[config.mk]
export PLATFORM = sky130hd
export DESIGN_NAME = cpu
export DESIGN_NICKNAME = d
export VERILOG_FILES = /design/src/rtl/cpu_pkg.sv /design/src/rtl/alu.sv /design/src/rtl/control_unit.sv /design/src/rtl/register_file.sv /design/src/rtl/hazard_unit.sv /design/src/rtl/cpu.sv
export SDC_FILE = /design/constraint.sdc
export NUM_CORES = 1
export LEC_CHECK = 0
export BUFFER_PORTS_ARGS = -buffer_cell sky130_fd_sc_hd__clkbuf_2
export CORE_UTILIZATION = 30
export CTS_CLUSTER_SIZE = 25
export DETAILED_ROUTE_END_ITERATION = 10
export PLACE_DENSITY_LB_ADDON = 0.1
export SETUP_SLACK_MARGIN = 0.02
export SLEW_MARGIN = 20
export SYNTH_ARGS = -nofsm -noshare
export SYNTH_HDL_FRONTEND = slang
export SYNTH_SLANG_ARGS = --single-unit
[constraint.sdc]
create_clock -name clk -period 13.7 [get_ports clk]
set_input_delay 4.11 -clock clk [delete_from_list [all_inputs] [get_ports clk]]
set_output_delay 4.11 -clock clk [all_outputs]
set_load 0.01 [all_outputs]
[src/rtl/cpu_pkg.sv]
package cpu_pkg;

    //////////////////////////////////////////////////
    // Basic types
    //////////////////////////////////////////////////

    typedef logic [15:0] word_t;
    typedef logic [1:0]  reg_idx_t;
    typedef logic [3:0]  opcode_t;
    typedef logic [5:0]  funct_t;

    typedef enum logic [2:0] {
        ALU_ADD,
        ALU_SUB,
        ALU_AND,
        ALU_OR,
        ALU_LHI,
        ALU_PASS_B
    } alu_op_t;

    // Execute operand source
    typedef enum logic [1:0] {
        FWD_NONE,
        FWD_FROM_MEM,
        FWD_FROM_WB
    } fwd_sel_t;

    //////////////////////////////////////////////////
    // Instruction format
    //////////////////////////////////////////////////

    localparam int OPCODE_HI = 15;
    localparam int OPCODE_LO = 12;
    localparam int RS_HI     = 11;
    localparam int RS_LO     = 10;
    localparam int RT_HI     = 9;
    localparam int RT_LO     = 8;
    localparam int RD_HI     = 7;
    localparam int RD_LO     = 6;
    localparam int FUNCT_HI  = 5;
    localparam int FUNCT_LO  = 0;
    localparam int IMM_HI    = 7;
    localparam int IMM_LO    = 0;

    localparam opcode_t OP_BNE   = 4'd0;
    localparam opcode_t OP_BEQ   = 4'd1;
    localparam opcode_t OP_ADI   = 4'd4;
    localparam opcode_t OP_LHI   = 4'd6;
    localparam opcode_t OP_LWD   = 4'd7;
    localparam opcode_t OP_SWD   = 4'd8;
    localparam opcode_t OP_RTYPE = 4'd15;

    localparam funct_t FN_ADD = 6'd0;
    localparam funct_t FN_SUB = 6'd1;
    localparam funct_t FN_AND = 6'd2;
    localparam funct_t FN_ORR = 6'd3;
    localparam funct_t FN_WWD = 6'd28;
    localparam funct_t FN_HLT = 6'd29;

    // R-type with an unused funct, so it decodes to nothing
    localparam word_t NOP_WORD = 16'hF03F;

endpackage

[src/rtl/alu.sv]
`timescale 1ns/1ps

module alu (
    input  cpu_pkg::word_t   a,
    input  cpu_pkg::word_t   b,
    input  cpu_pkg::alu_op_t op,
    output cpu_pkg::word_t   result
);
    import cpu_pkg::*;

    always_comb begin
        case (op)
            ALU_ADD: result = a + b;
            ALU_SUB: result = a - b;
            ALU_AND: result = a & b;
            ALU_OR:  result = a | b;
            // Immediate byte into the upper half
            ALU_LHI: result = {b[7:0], 8'h00};
            default: result = b;
        endcase
    end

endmodule

[src/rtl/control_unit.sv]
`timescale 1ns/1ps

module control_unit (
    input  cpu_pkg::word_t    instr,
    output logic              alu_src,
    output logic              mem_read,
    output logic              mem_write,
    output logic              mem_to_reg,
    output logic              reg_write,
    output cpu_pkg::reg_idx_t write_dest,
    output cpu_pkg::alu_op_t  alu_op,
    output logic              is_branch,
    output logic              branch_on_equal,
    output logic              wwd,
    output logic              halt,
    output logic              uses_rt
);
    import cpu_pkg::*;

    opcode_t opcode;
    funct_t  funct;

    assign opcode = instr[OPCODE_HI:OPCODE_LO];
    assign funct  = instr[FUNCT_HI:FUNCT_LO];

    always_comb begin
        alu_src         = 1'b0;
        mem_read        = 1'b0;
        mem_write       = 1'b0;
        mem_to_reg      = 1'b0;
        reg_write       = 1'b0;
        write_dest      = instr[RD_HI:RD_LO];
        alu_op          = ALU_PASS_B;
        is_branch       = 1'b0;
        branch_on_equal = 1'b0;
        wwd             = 1'b0;
        halt            = 1'b0;
        uses_rt         = 1'b0;

        case (opcode)
            OP_RTYPE: begin
                case (funct)
                    FN_ADD: begin
                        reg_write = 1'b1;
                        uses_rt   = 1'b1;
                        alu_op    = ALU_ADD;
                    end
                    FN_SUB: begin
                        reg_write = 1'b1;
                        uses_rt   = 1'b1;
                        alu_op    = ALU_SUB;
                    end
                    FN_AND: begin
                        reg_write = 1'b1;
                        uses_rt   = 1'b1;
                        alu_op    = ALU_AND;
                    end
                    FN_ORR: begin
                        reg_write = 1'b1;
                        uses_rt   = 1'b1;
                        alu_op    = ALU_OR;
                    end
                    FN_WWD:  wwd  = 1'b1;
                    FN_HLT:  halt = 1'b1;
                    default: ;
                endcase
            end
            // I-type writes go to rt
            OP_ADI, OP_LHI, OP_LWD: begin
                alu_src    = 1'b1;
                reg_write  = 1'b1;
                write_dest = instr[RT_HI:RT_LO];
                alu_op     = (opcode == OP_LHI) ? ALU_LHI : ALU_ADD;
                mem_read   = (opcode == OP_LWD);
                mem_to_reg = (opcode == OP_LWD);
            end
            OP_SWD: begin
                alu_src   = 1'b1;
                mem_write = 1'b1;
                uses_rt   = 1'b1;
                alu_op    = ALU_ADD;
            end
            OP_BNE, OP_BEQ: begin
                is_branch       = 1'b1;
                branch_on_equal = (opcode == OP_BEQ);
                uses_rt         = 1'b1;
            end
            default: ;
        endcase
    end

endmodule

[src/rtl/register_file.sv]
`timescale 1ns/1ps

module register_file #(
    parameter int WORD_BITS = 16,
    parameter int NUM_REGS  = 4
) (
    input  logic              clk,
    input  logic              reset_n,
    input  cpu_pkg::reg_idx_t read_idx1,
    input  cpu_pkg::reg_idx_t read_idx2,
    input  cpu_pkg::reg_idx_t write_idx,
    input  cpu_pkg::word_t    write_data,
    input  logic              write_en,
    output cpu_pkg::word_t    read_data1,
    output cpu_pkg::word_t    read_data2
);

    logic [WORD_BITS-1:0] regs [NUM_REGS];

    always_ff @(posedge clk) begin
        if (reset_n) begin
            for (int i = 0; i < NUM_REGS; i++) begin
                regs[i] <= '0;
            end
        end else if (write_en) begin
            regs[write_idx] <= write_data;
        end
    end

    // Write-through so decode sees the value retiring this cycle
    assign read_data1 = (write_en && write_idx == read_idx1) ? write_data : regs[read_idx1];
    assign read_data2 = (write_en && write_idx == read_idx2) ? write_data : regs[read_idx2];

endmodule

[src/rtl/hazard_unit.sv]
`timescale 1ns/1ps

module hazard_unit (
    input  cpu_pkg::reg_idx_t id_rs,
    input  cpu_pkg::reg_idx_t id_rt,
    input  logic              id_uses_rt,
    input  logic              id_is_branch,
    input  cpu_pkg::reg_idx_t ex_dest,
    input  logic              ex_reg_write,
    input  logic              ex_mem_read,
    input  cpu_pkg::reg_idx_t ex_rs,
    input  cpu_pkg::reg_idx_t ex_rt,
    input  cpu_pkg::reg_idx_t mem_dest,
    input  logic              mem_reg_write,
    input  cpu_pkg::reg_idx_t wb_dest,
    input  logic              wb_reg_write,
    output logic              stall,
    output cpu_pkg::fwd_sel_t forward_a,
    output cpu_pkg::fwd_sel_t forward_b
);
    import cpu_pkg::*;

    logic ex_hits;
    logic mem_hits;
    logic load_use;
    logic branch_wait;

    // Decode sources about to be written by a younger stage
    assign ex_hits  = ex_reg_write &&
                      (ex_dest == id_rs || (id_uses_rt && ex_dest == id_rt));
    assign mem_hits = mem_reg_write &&
                      (mem_dest == id_rs || (id_uses_rt && mem_dest == id_rt));

    assign load_use    = ex_mem_read && ex_hits;
    // Branch compares in decode, so it has to wait for both stages
    assign branch_wait = id_is_branch && (ex_hits || mem_hits);
    assign stall       = load_use || branch_wait;

    // Memory stage wins over write-back
    function automatic fwd_sel_t pick_source(input reg_idx_t src);
        if (mem_reg_write && mem_dest == src) begin
            return FWD_FROM_MEM;
        end else if (wb_reg_write && wb_dest == src) begin
            return FWD_FROM_WB;
        end
        return FWD_NONE;
    endfunction

    always_comb begin
        forward_a = pick_source(ex_rs);
        forward_b = pick_source(ex_rt);
    end

endmodule

[src/rtl/cpu.sv]
`timescale 1ns/1ps

module cpu #(
    parameter int WORD_BITS = 16
) (
    input  logic           clk,
    input  logic           reset_n,
    output logic           read_m1,
    output cpu_pkg::word_t address1,
    input  cpu_pkg::word_t data1,
    output logic           read_m2,
    output logic           write_m2,
    output cpu_pkg::word_t address2,
    output cpu_pkg::word_t write_data2,
    input  cpu_pkg::word_t read_data2,
    output cpu_pkg::word_t output_port,
    output logic           output_strobe,
    output cpu_pkg::word_t num_inst,
    output logic           is_halted
);
    import cpu_pkg::*;

    word_t    pc;
    logic     fetch_stopped;
    word_t    if_id_instr;
    word_t    if_id_pc;

    logic     id_alu_src;
    logic     id_mem_read;
    logic     id_mem_write;
    logic     id_mem_to_reg;
    logic     id_reg_write;
    reg_idx_t id_dest;
    alu_op_t  id_alu_op;
    logic     id_is_branch;
    logic     id_branch_on_equal;
    logic     id_wwd;
    logic     id_halt;
    logic     id_uses_rt;
    word_t    id_rs_data;
    word_t    id_rt_data;
    word_t    id_imm;
    word_t    branch_target;
    logic     branch_taken;
    logic     stall;

    logic     id_ex_valid;
    logic     id_ex_mem_read;
    logic     id_ex_mem_write;
    logic     id_ex_reg_write;
    logic     id_ex_wwd;
    logic     id_ex_halt;
    logic     id_ex_alu_src;
    logic     id_ex_mem_to_reg;
    alu_op_t  id_ex_alu_op;
    reg_idx_t id_ex_dest;
    reg_idx_t id_ex_rs;
    reg_idx_t id_ex_rt;
    word_t    id_ex_rs_data;
    word_t    id_ex_rt_data;
    word_t    id_ex_imm;

    fwd_sel_t forward_a;
    fwd_sel_t forward_b;
    word_t    ex_op_a;
    word_t    ex_rt_value;
    word_t    ex_result;
    word_t    ex_side;

    logic     ex_mem_valid;
    logic     ex_mem_mem_read;
    logic     ex_mem_mem_write;
    logic     ex_mem_reg_write;
    logic     ex_mem_wwd;
    logic     ex_mem_halt;
    logic     ex_mem_mem_to_reg;
    reg_idx_t ex_mem_dest;
    word_t    ex_mem_alu_out;
    word_t    ex_mem_side;

    logic     mem_wb_reg_write;
    logic     mem_wb_wwd;
    logic     mem_wb_mem_to_reg;
    reg_idx_t mem_wb_dest;
    word_t    mem_wb_alu_out;
    word_t    mem_wb_load_data;
    word_t    wb_data;

    //////////////////////////////////////////////////
    // Fetch
    //////////////////////////////////////////////////

    // Fetch stops for good once HLT leaves decode
    assign read_m1  = !(fetch_stopped || id_halt);
    assign address1 = pc;

    always_ff @(posedge clk) begin
        if (reset_n) begin
            pc            <= '0;
            fetch_stopped <= 1'b0;
            if_id_instr   <= NOP_WORD;
        end else if (!stall) begin
            if (branch_taken) begin
                pc <= branch_target;
            end else if (read_m1) begin
                pc <= pc + 16'd1;
            end
            if (id_halt) begin
                fetch_stopped <= 1'b1;
            end
            // Wrong-path fetch behind a taken branch becomes a bubble
            if_id_instr <= (branch_taken || !read_m1) ? NOP_WORD : data1;
        end
    end

    always_ff @(posedge clk) begin
        if (!stall) begin
            if_id_pc <= pc;
        end
    end

    //////////////////////////////////////////////////
    // Decode
    //////////////////////////////////////////////////

    control_unit u_control (
        .instr           (if_id_instr),
        .alu_src         (id_alu_src),
        .mem_read        (id_mem_read),
        .mem_write       (id_mem_write),
        .mem_to_reg      (id_mem_to_reg),
        .reg_write       (id_reg_write),
        .write_dest      (id_dest),
        .alu_op          (id_alu_op),
        .is_branch       (id_is_branch),
        .branch_on_equal (id_branch_on_equal),
        .wwd             (id_wwd),
        .halt            (id_halt),
        .uses_rt         (id_uses_rt)
    );

    register_file #(
        .WORD_BITS (WORD_BITS),
        .NUM_REGS  (4)
    ) u_regs (
        .clk        (clk),
        .reset_n    (reset_n),
        .read_idx1  (if_id_instr[RS_HI:RS_LO]),
        .read_idx2  (if_id_instr[RT_HI:RT_LO]),
        .write_idx  (mem_wb_dest),
        .write_data (wb_data),
        .write_en   (mem_wb_reg_write),
        .read_data1 (id_rs_data),
        .read_data2 (id_rt_data)
    );

    hazard_unit u_hazard (
        .id_rs         (if_id_instr[RS_HI:RS_LO]),
        .id_rt         (if_id_instr[RT_HI:RT_LO]),
        .id_uses_rt    (id_uses_rt),
        .id_is_branch  (id_is_branch),
        .ex_dest       (id_ex_dest),
        .ex_reg_write  (id_ex_reg_write),
        .ex_mem_read   (id_ex_mem_read),
        .ex_rs         (id_ex_rs),
        .ex_rt         (id_ex_rt),
        .mem_dest      (ex_mem_dest),
        .mem_reg_write (ex_mem_reg_write),
        .wb_dest       (mem_wb_dest),
        .wb_reg_write  (mem_wb_reg_write),
        .stall         (stall),
        .forward_a     (forward_a),
        .forward_b     (forward_b)
    );

    assign id_imm        = {{8{if_id_instr[IMM_HI]}}, if_id_instr[IMM_HI:IMM_LO]};
    assign branch_target = if_id_pc + 16'd1 + id_imm;
    assign branch_taken  = id_is_branch && !stall &&
                           ((id_rs_data == id_rt_data) == id_branch_on_equal);

    always_ff @(posedge clk) begin
        if (reset_n || stall) begin
            id_ex_valid     <= 1'b0;
            id_ex_mem_read  <= 1'b0;
            id_ex_mem_write <= 1'b0;
            id_ex_reg_write <= 1'b0;
            id_ex_wwd       <= 1'b0;
            id_ex_halt      <= 1'b0;
        end else begin
            id_ex_valid     <= (if_id_instr != NOP_WORD);
            id_ex_mem_read  <= id_mem_read;
            id_ex_mem_write <= id_mem_write;
            id_ex_reg_write <= id_reg_write;
            id_ex_wwd       <= id_wwd;
            id_ex_halt      <= id_halt;
        end
    end

    always_ff @(posedge clk) begin
        id_ex_alu_src    <= id_alu_src;
        id_ex_mem_to_reg <= id_mem_to_reg;
        id_ex_alu_op     <= id_alu_op;
        id_ex_dest       <= id_dest;
        id_ex_rs         <= if_id_instr[RS_HI:RS_LO];
        id_ex_rt         <= if_id_instr[RT_HI:RT_LO];
        id_ex_rs_data    <= id_rs_data;
        id_ex_rt_data    <= id_rt_data;
        id_ex_imm        <= id_imm;
    end

    //////////////////////////////////////////////////
    // Execute
    //////////////////////////////////////////////////

    function automatic word_t select_operand(input fwd_sel_t sel, input word_t reg_value);
        case (sel)
            FWD_FROM_MEM: return ex_mem_alu_out;
            FWD_FROM_WB:  return wb_data;
            default:      return reg_value;
        endcase
    endfunction

    always_comb begin
        ex_op_a     = select_operand(forward_a, id_ex_rs_data);
        ex_rt_value = select_operand(forward_b, id_ex_rt_data);
    end

    alu u_alu (
        .a      (ex_op_a),
        .b      (id_ex_alu_src ? id_ex_imm : ex_rt_value),
        .op     (id_ex_alu_op),
        .result (ex_result)
    );

    // Store data for SWD, the rs value for WWD
    assign ex_side = id_ex_wwd ? ex_op_a : ex_rt_value;

    always_ff @(posedge clk) begin
        if (reset_n) begin
            ex_mem_valid     <= 1'b0;
            ex_mem_mem_read  <= 1'b0;
            ex_mem_mem_write <= 1'b0;
            ex_mem_reg_write <= 1'b0;
            ex_mem_wwd       <= 1'b0;
            ex_mem_halt      <= 1'b0;
        end else begin
            ex_mem_valid     <= id_ex_valid;
            ex_mem_mem_read  <= id_ex_mem_read;
            ex_mem_mem_write <= id_ex_mem_write;
            ex_mem_reg_write <= id_ex_reg_write;
            ex_mem_wwd       <= id_ex_wwd;
            ex_mem_halt      <= id_ex_halt;
        end
    end

    always_ff @(posedge clk) begin
        ex_mem_mem_to_reg <= id_ex_mem_to_reg;
        ex_mem_dest       <= id_ex_dest;
        ex_mem_alu_out    <= ex_result;
        ex_mem_side       <= ex_side;
    end

    //////////////////////////////////////////////////
    // Memory and write-back
    //////////////////////////////////////////////////

    assign read_m2     = ex_mem_mem_read;
    assign write_m2    = ex_mem_mem_write;
    assign address2    = ex_mem_alu_out;
    assign write_data2 = ex_mem_side;

    always_ff @(posedge clk) begin
        if (reset_n) begin
            mem_wb_reg_write <= 1'b0;
            mem_wb_wwd       <= 1'b0;
            is_halted        <= 1'b0;
            num_inst         <= '0;
            output_port      <= '0;
        end else begin
            mem_wb_reg_write <= ex_mem_reg_write;
            mem_wb_wwd       <= ex_mem_wwd;
            is_halted        <= is_halted || ex_mem_halt;
            // Counted as it enters write-back
            if (ex_mem_valid) begin
                num_inst <= num_inst + 16'd1;
            end
            if (ex_mem_wwd) begin
                output_port <= ex_mem_side;
            end
        end
    end

    always_ff @(posedge clk) begin
        mem_wb_mem_to_reg <= ex_mem_mem_to_reg;
        mem_wb_dest       <= ex_mem_dest;
        mem_wb_alu_out    <= ex_mem_alu_out;
        mem_wb_load_data  <= read_data2;
    end

    assign wb_data       = mem_wb_mem_to_reg ? mem_wb_load_data : mem_wb_alu_out;
    assign output_strobe = mem_wb_wwd;

    assert property (@(posedge clk) disable iff (reset_n) !(read_m2 && write_m2))
        else $error("data port read and write at once");

    assert property (@(posedge clk) disable iff (reset_n) is_halted |-> !read_m1)
        else $error("fetch still active after the CPU halted");

endmodule

==> impl_metrics.csv <==
group,metric,value,unit
logic_synthesis,synth_nets,1513,
global_route,grt_pass1_wl,66.4,mm
global_route,met2_usage,0.297,
route,drt-pass1-iter-count,5,
worst_setup_path,startpoint_type,"primary input",
power_and_ir_drop,p_leak,6.69,nW
place,place_congestion,0.827,
worst_setup_path,path_max_fanout,63,
die,fp.coreArea,0.0466,mm^2
logic_synthesis,synth_top_area_cell,"dfxtp_1",
logic_synthesis,synth.most_common_cell,"dfxtp_1",
sta,grt_setup_unrepaired,"false",
hold_path,hp-class,"flip-flop to flip-flop",
clocking,cts.sink_count,285,
sta,period_minus_slack,7.05,ns
global_route,use_met3,0.0341,
layout,fin_cells,2167,
sta,slew-limit-headroom,0.289,
route,vias_per_cell,5.17,
route,ant_nets,0,
logic_synthesis,ys.flop_type,"dfxtp_1",
clocking,cts_buffers,35,
logic_synthesis,synth_top_cell_area_share,0.290,
logic_synthesis,yosysUniqueCellTypes,67,
power_and_ir_drop,vdd.ir_drop.worst,0.0992,mV
route,drc,0,
clocking,cts_resized,0,
logic_synthesis,async_flop_share,0,
global_route,busiest_layer,"met2",
worst_setup_path,cp_top_family,"simple AND/OR/NAND/NOR gates",
sta,period_share,0.514,
worst_setup_path,worstPathRequired,13.82,ns
logic_synthesis,synthCells,1440,
die,die-area,0.0481,mm^2
sta,max_freq,142,MHz
global_route,grt_use_met1,0.245,
clocking,htree_levels,2,
sta,fin_worst_skew,0.0129,ns
clocking,cts_hold_buffers,0,
run,max_cap_viol_count,0,
logic_synthesis,avgSynthCellArea,9.83,um^2
sta,slew_viol_final,0,
power_and_ir_drop,pwr_density_cell,147,mW/mm^2
worst_setup_path,crit_type,"primary input to flip-flop",
worst_setup_path,worstPathCellList,"clkbuf_2 > buf_4 > inv_1 > nand2_1 > or3_1 > nand2_1",
die,die-width,219,um
sta,hold_viol,0,
logic_synthesis,synthesis.area,0.0142,mm^2
worst_setup_path,cp_slowest_cell,"nand2_1",
worst_setup_path,crit_top_cell,"nand2_1",
place,hpwl,32.5,mm
logic_synthesis,yosys-top-cells-area,"dfxtp_1 29%, edfxtp_1 17%, mux4_2 5.1%",
clocking,clock_latency,0.55,ns
sta,finalSetupTns,0,ns
layout,area_delta_synth_final,17.3,%
clocking,root_buffer,"clkbuf_16",
layout,largest_reg_flops,64,
run_status,status,"complete, no violations",
route,routed_wl,43.7,mm
layout,nets,1606,
route,first_iter_violations,631,
worst_setup_path,crit_buf_inv,3,
clocking,clockBufferDepth,3,
worst_setup_path,critical-path-max-stage-delay,0.66,ns
layout,regMostFlops,"u_regs.regs",
global_route,grt_overflow_total,0,
global_route,antenna_found_initial,2,
global_route,grt_max_degree,64,
place,port_buffers,118,
logic_synthesis,synthTopCellsByCount,"205 x dfxtp_1, 185 x nor2_1, 118 x nand2_1",
die,boundaryPins,119,
worst_setup_path,cp.arrival,7.17,ns
die,die_y,219,um
global_route,grt_usage,0.183,
route,avgRoutedWirePerCell,20.1,um
logic_synthesis,ys_seq_area_frac,0.460,
worst_setup_path,endpoint_kind,"flip-flop",
die,initial_utilization,0.304,
sta,setup_viol,0,
sta,tightestPinTransition,1.06,ns
logic_synthesis,ys_warn_count,0,
place,placed_cells,2103,
global_route,grt_pass1_vias,11100,
die,rows,79,
logic_synthesis,synth_edf_count,80,
route,num_vias,11200,
clocking,cts_tree,"built",
clocking,clk_pin_slew,0.06,ns
layout,drive_gt1_frac,0.186,
clocking,post_cts_buffers,0,
logic_synthesis,ys_seq_elements,285,
## cell type report
cell class,count,area [um^2]
inverters,34,128
clock buffers,43,977
flip-flops and latches,285,6510
well taps,607,759
clock inverters,20,269
repair buffers,150,831
multi-input cells,1027,7130
diodes,1,2.50
fillers,4710,30000
## per-stage QoR
step                      total power, W  setup WS, ns  hold slack (ns)  cell area, um^2   util
final                            0.00244          6.65            0.330            16600  0.357
after CTS                        0.00247          6.56            0.329            16600  0.357
after floorplan                  0.00127          7.70            0.310            14200      -
after global routing             0.00255          6.28            0.333            16600  0.357
after detailed placement         0.00145          5.99            0.316            15400  0.330
after global placement           0.00145          6.09            0.317            15400  0.330
## path summary, 6_finish.rpt
path | cells past startpoint | slack (ns) | startpoint | endpoint
setup / recovery | 6 | 6.65 | reset_n | u_regs.regs[0][11]
hold / removal | 0 | 0.33 | ex_mem_mem_to_reg | mem_wb_mem_to_reg
setup reg to reg | 18 | 7.96 | mem_wb_reg_write | address2[12]
hold reg to reg | 0 | 0.33 | ex_mem_mem_to_reg | mem_wb_mem_to_reg
## routing by layer
layer / part of all wire / wire length [um] / vias up
li1: - / - / 5396
met1: 0.46 / 20100 / 5464
met2: 0.46 / 20000 / 281
met3: 0.056 / 2440 / 64
met4: 0.024 / 1060 / 4
met5: 0.00062 / 27 / -
## where the power goes
group,switching [W],internal [W]
Combinational,0.000267,0.000183
Sequential,0.0000556,0.000923
Clock,0.000385,0.000623
Total,0.000708,0.00173
## layout by cell type, fill, tap and decap left out, types with 16 or more instances in the layout
cell type,synthesis,routed
clkbuf_16,0,36
nand3_1,26,26
edfxtp_1,80,80
mux2i_1,55,55
clkbuf_2,1,118
mux4_2,32,32
a21oi_1,49,49
and3_1,17,16
o21ai_0,117,117
o22ai_1,25,25
mux2_2,21,21
ha_1,37,37
nor2b_1,19,19
inv_1,33,33
buf_4,4,32
nor2_1,185,185
a31oi_1,20,20
nand2_1,118,118
dfxtp_1,205,205
xor2_1,52,52
xnor2_1,50,50
## kinds of logic after synthesis
kind of cell,count (synthesis),share of synthesized area
XOR/XNOR,102,0.0631
multiplexers,108,0.106
AND/OR/NAND/NOR,443,0.142
adder cells (fa/ha/maj),39,0.0355
AO/OA/AOI/OAI,335,0.156
flip-flops,285,0.460
buffers and inverters,128,0.0370
Note: power is estimated with default switching activity, not from simulation.
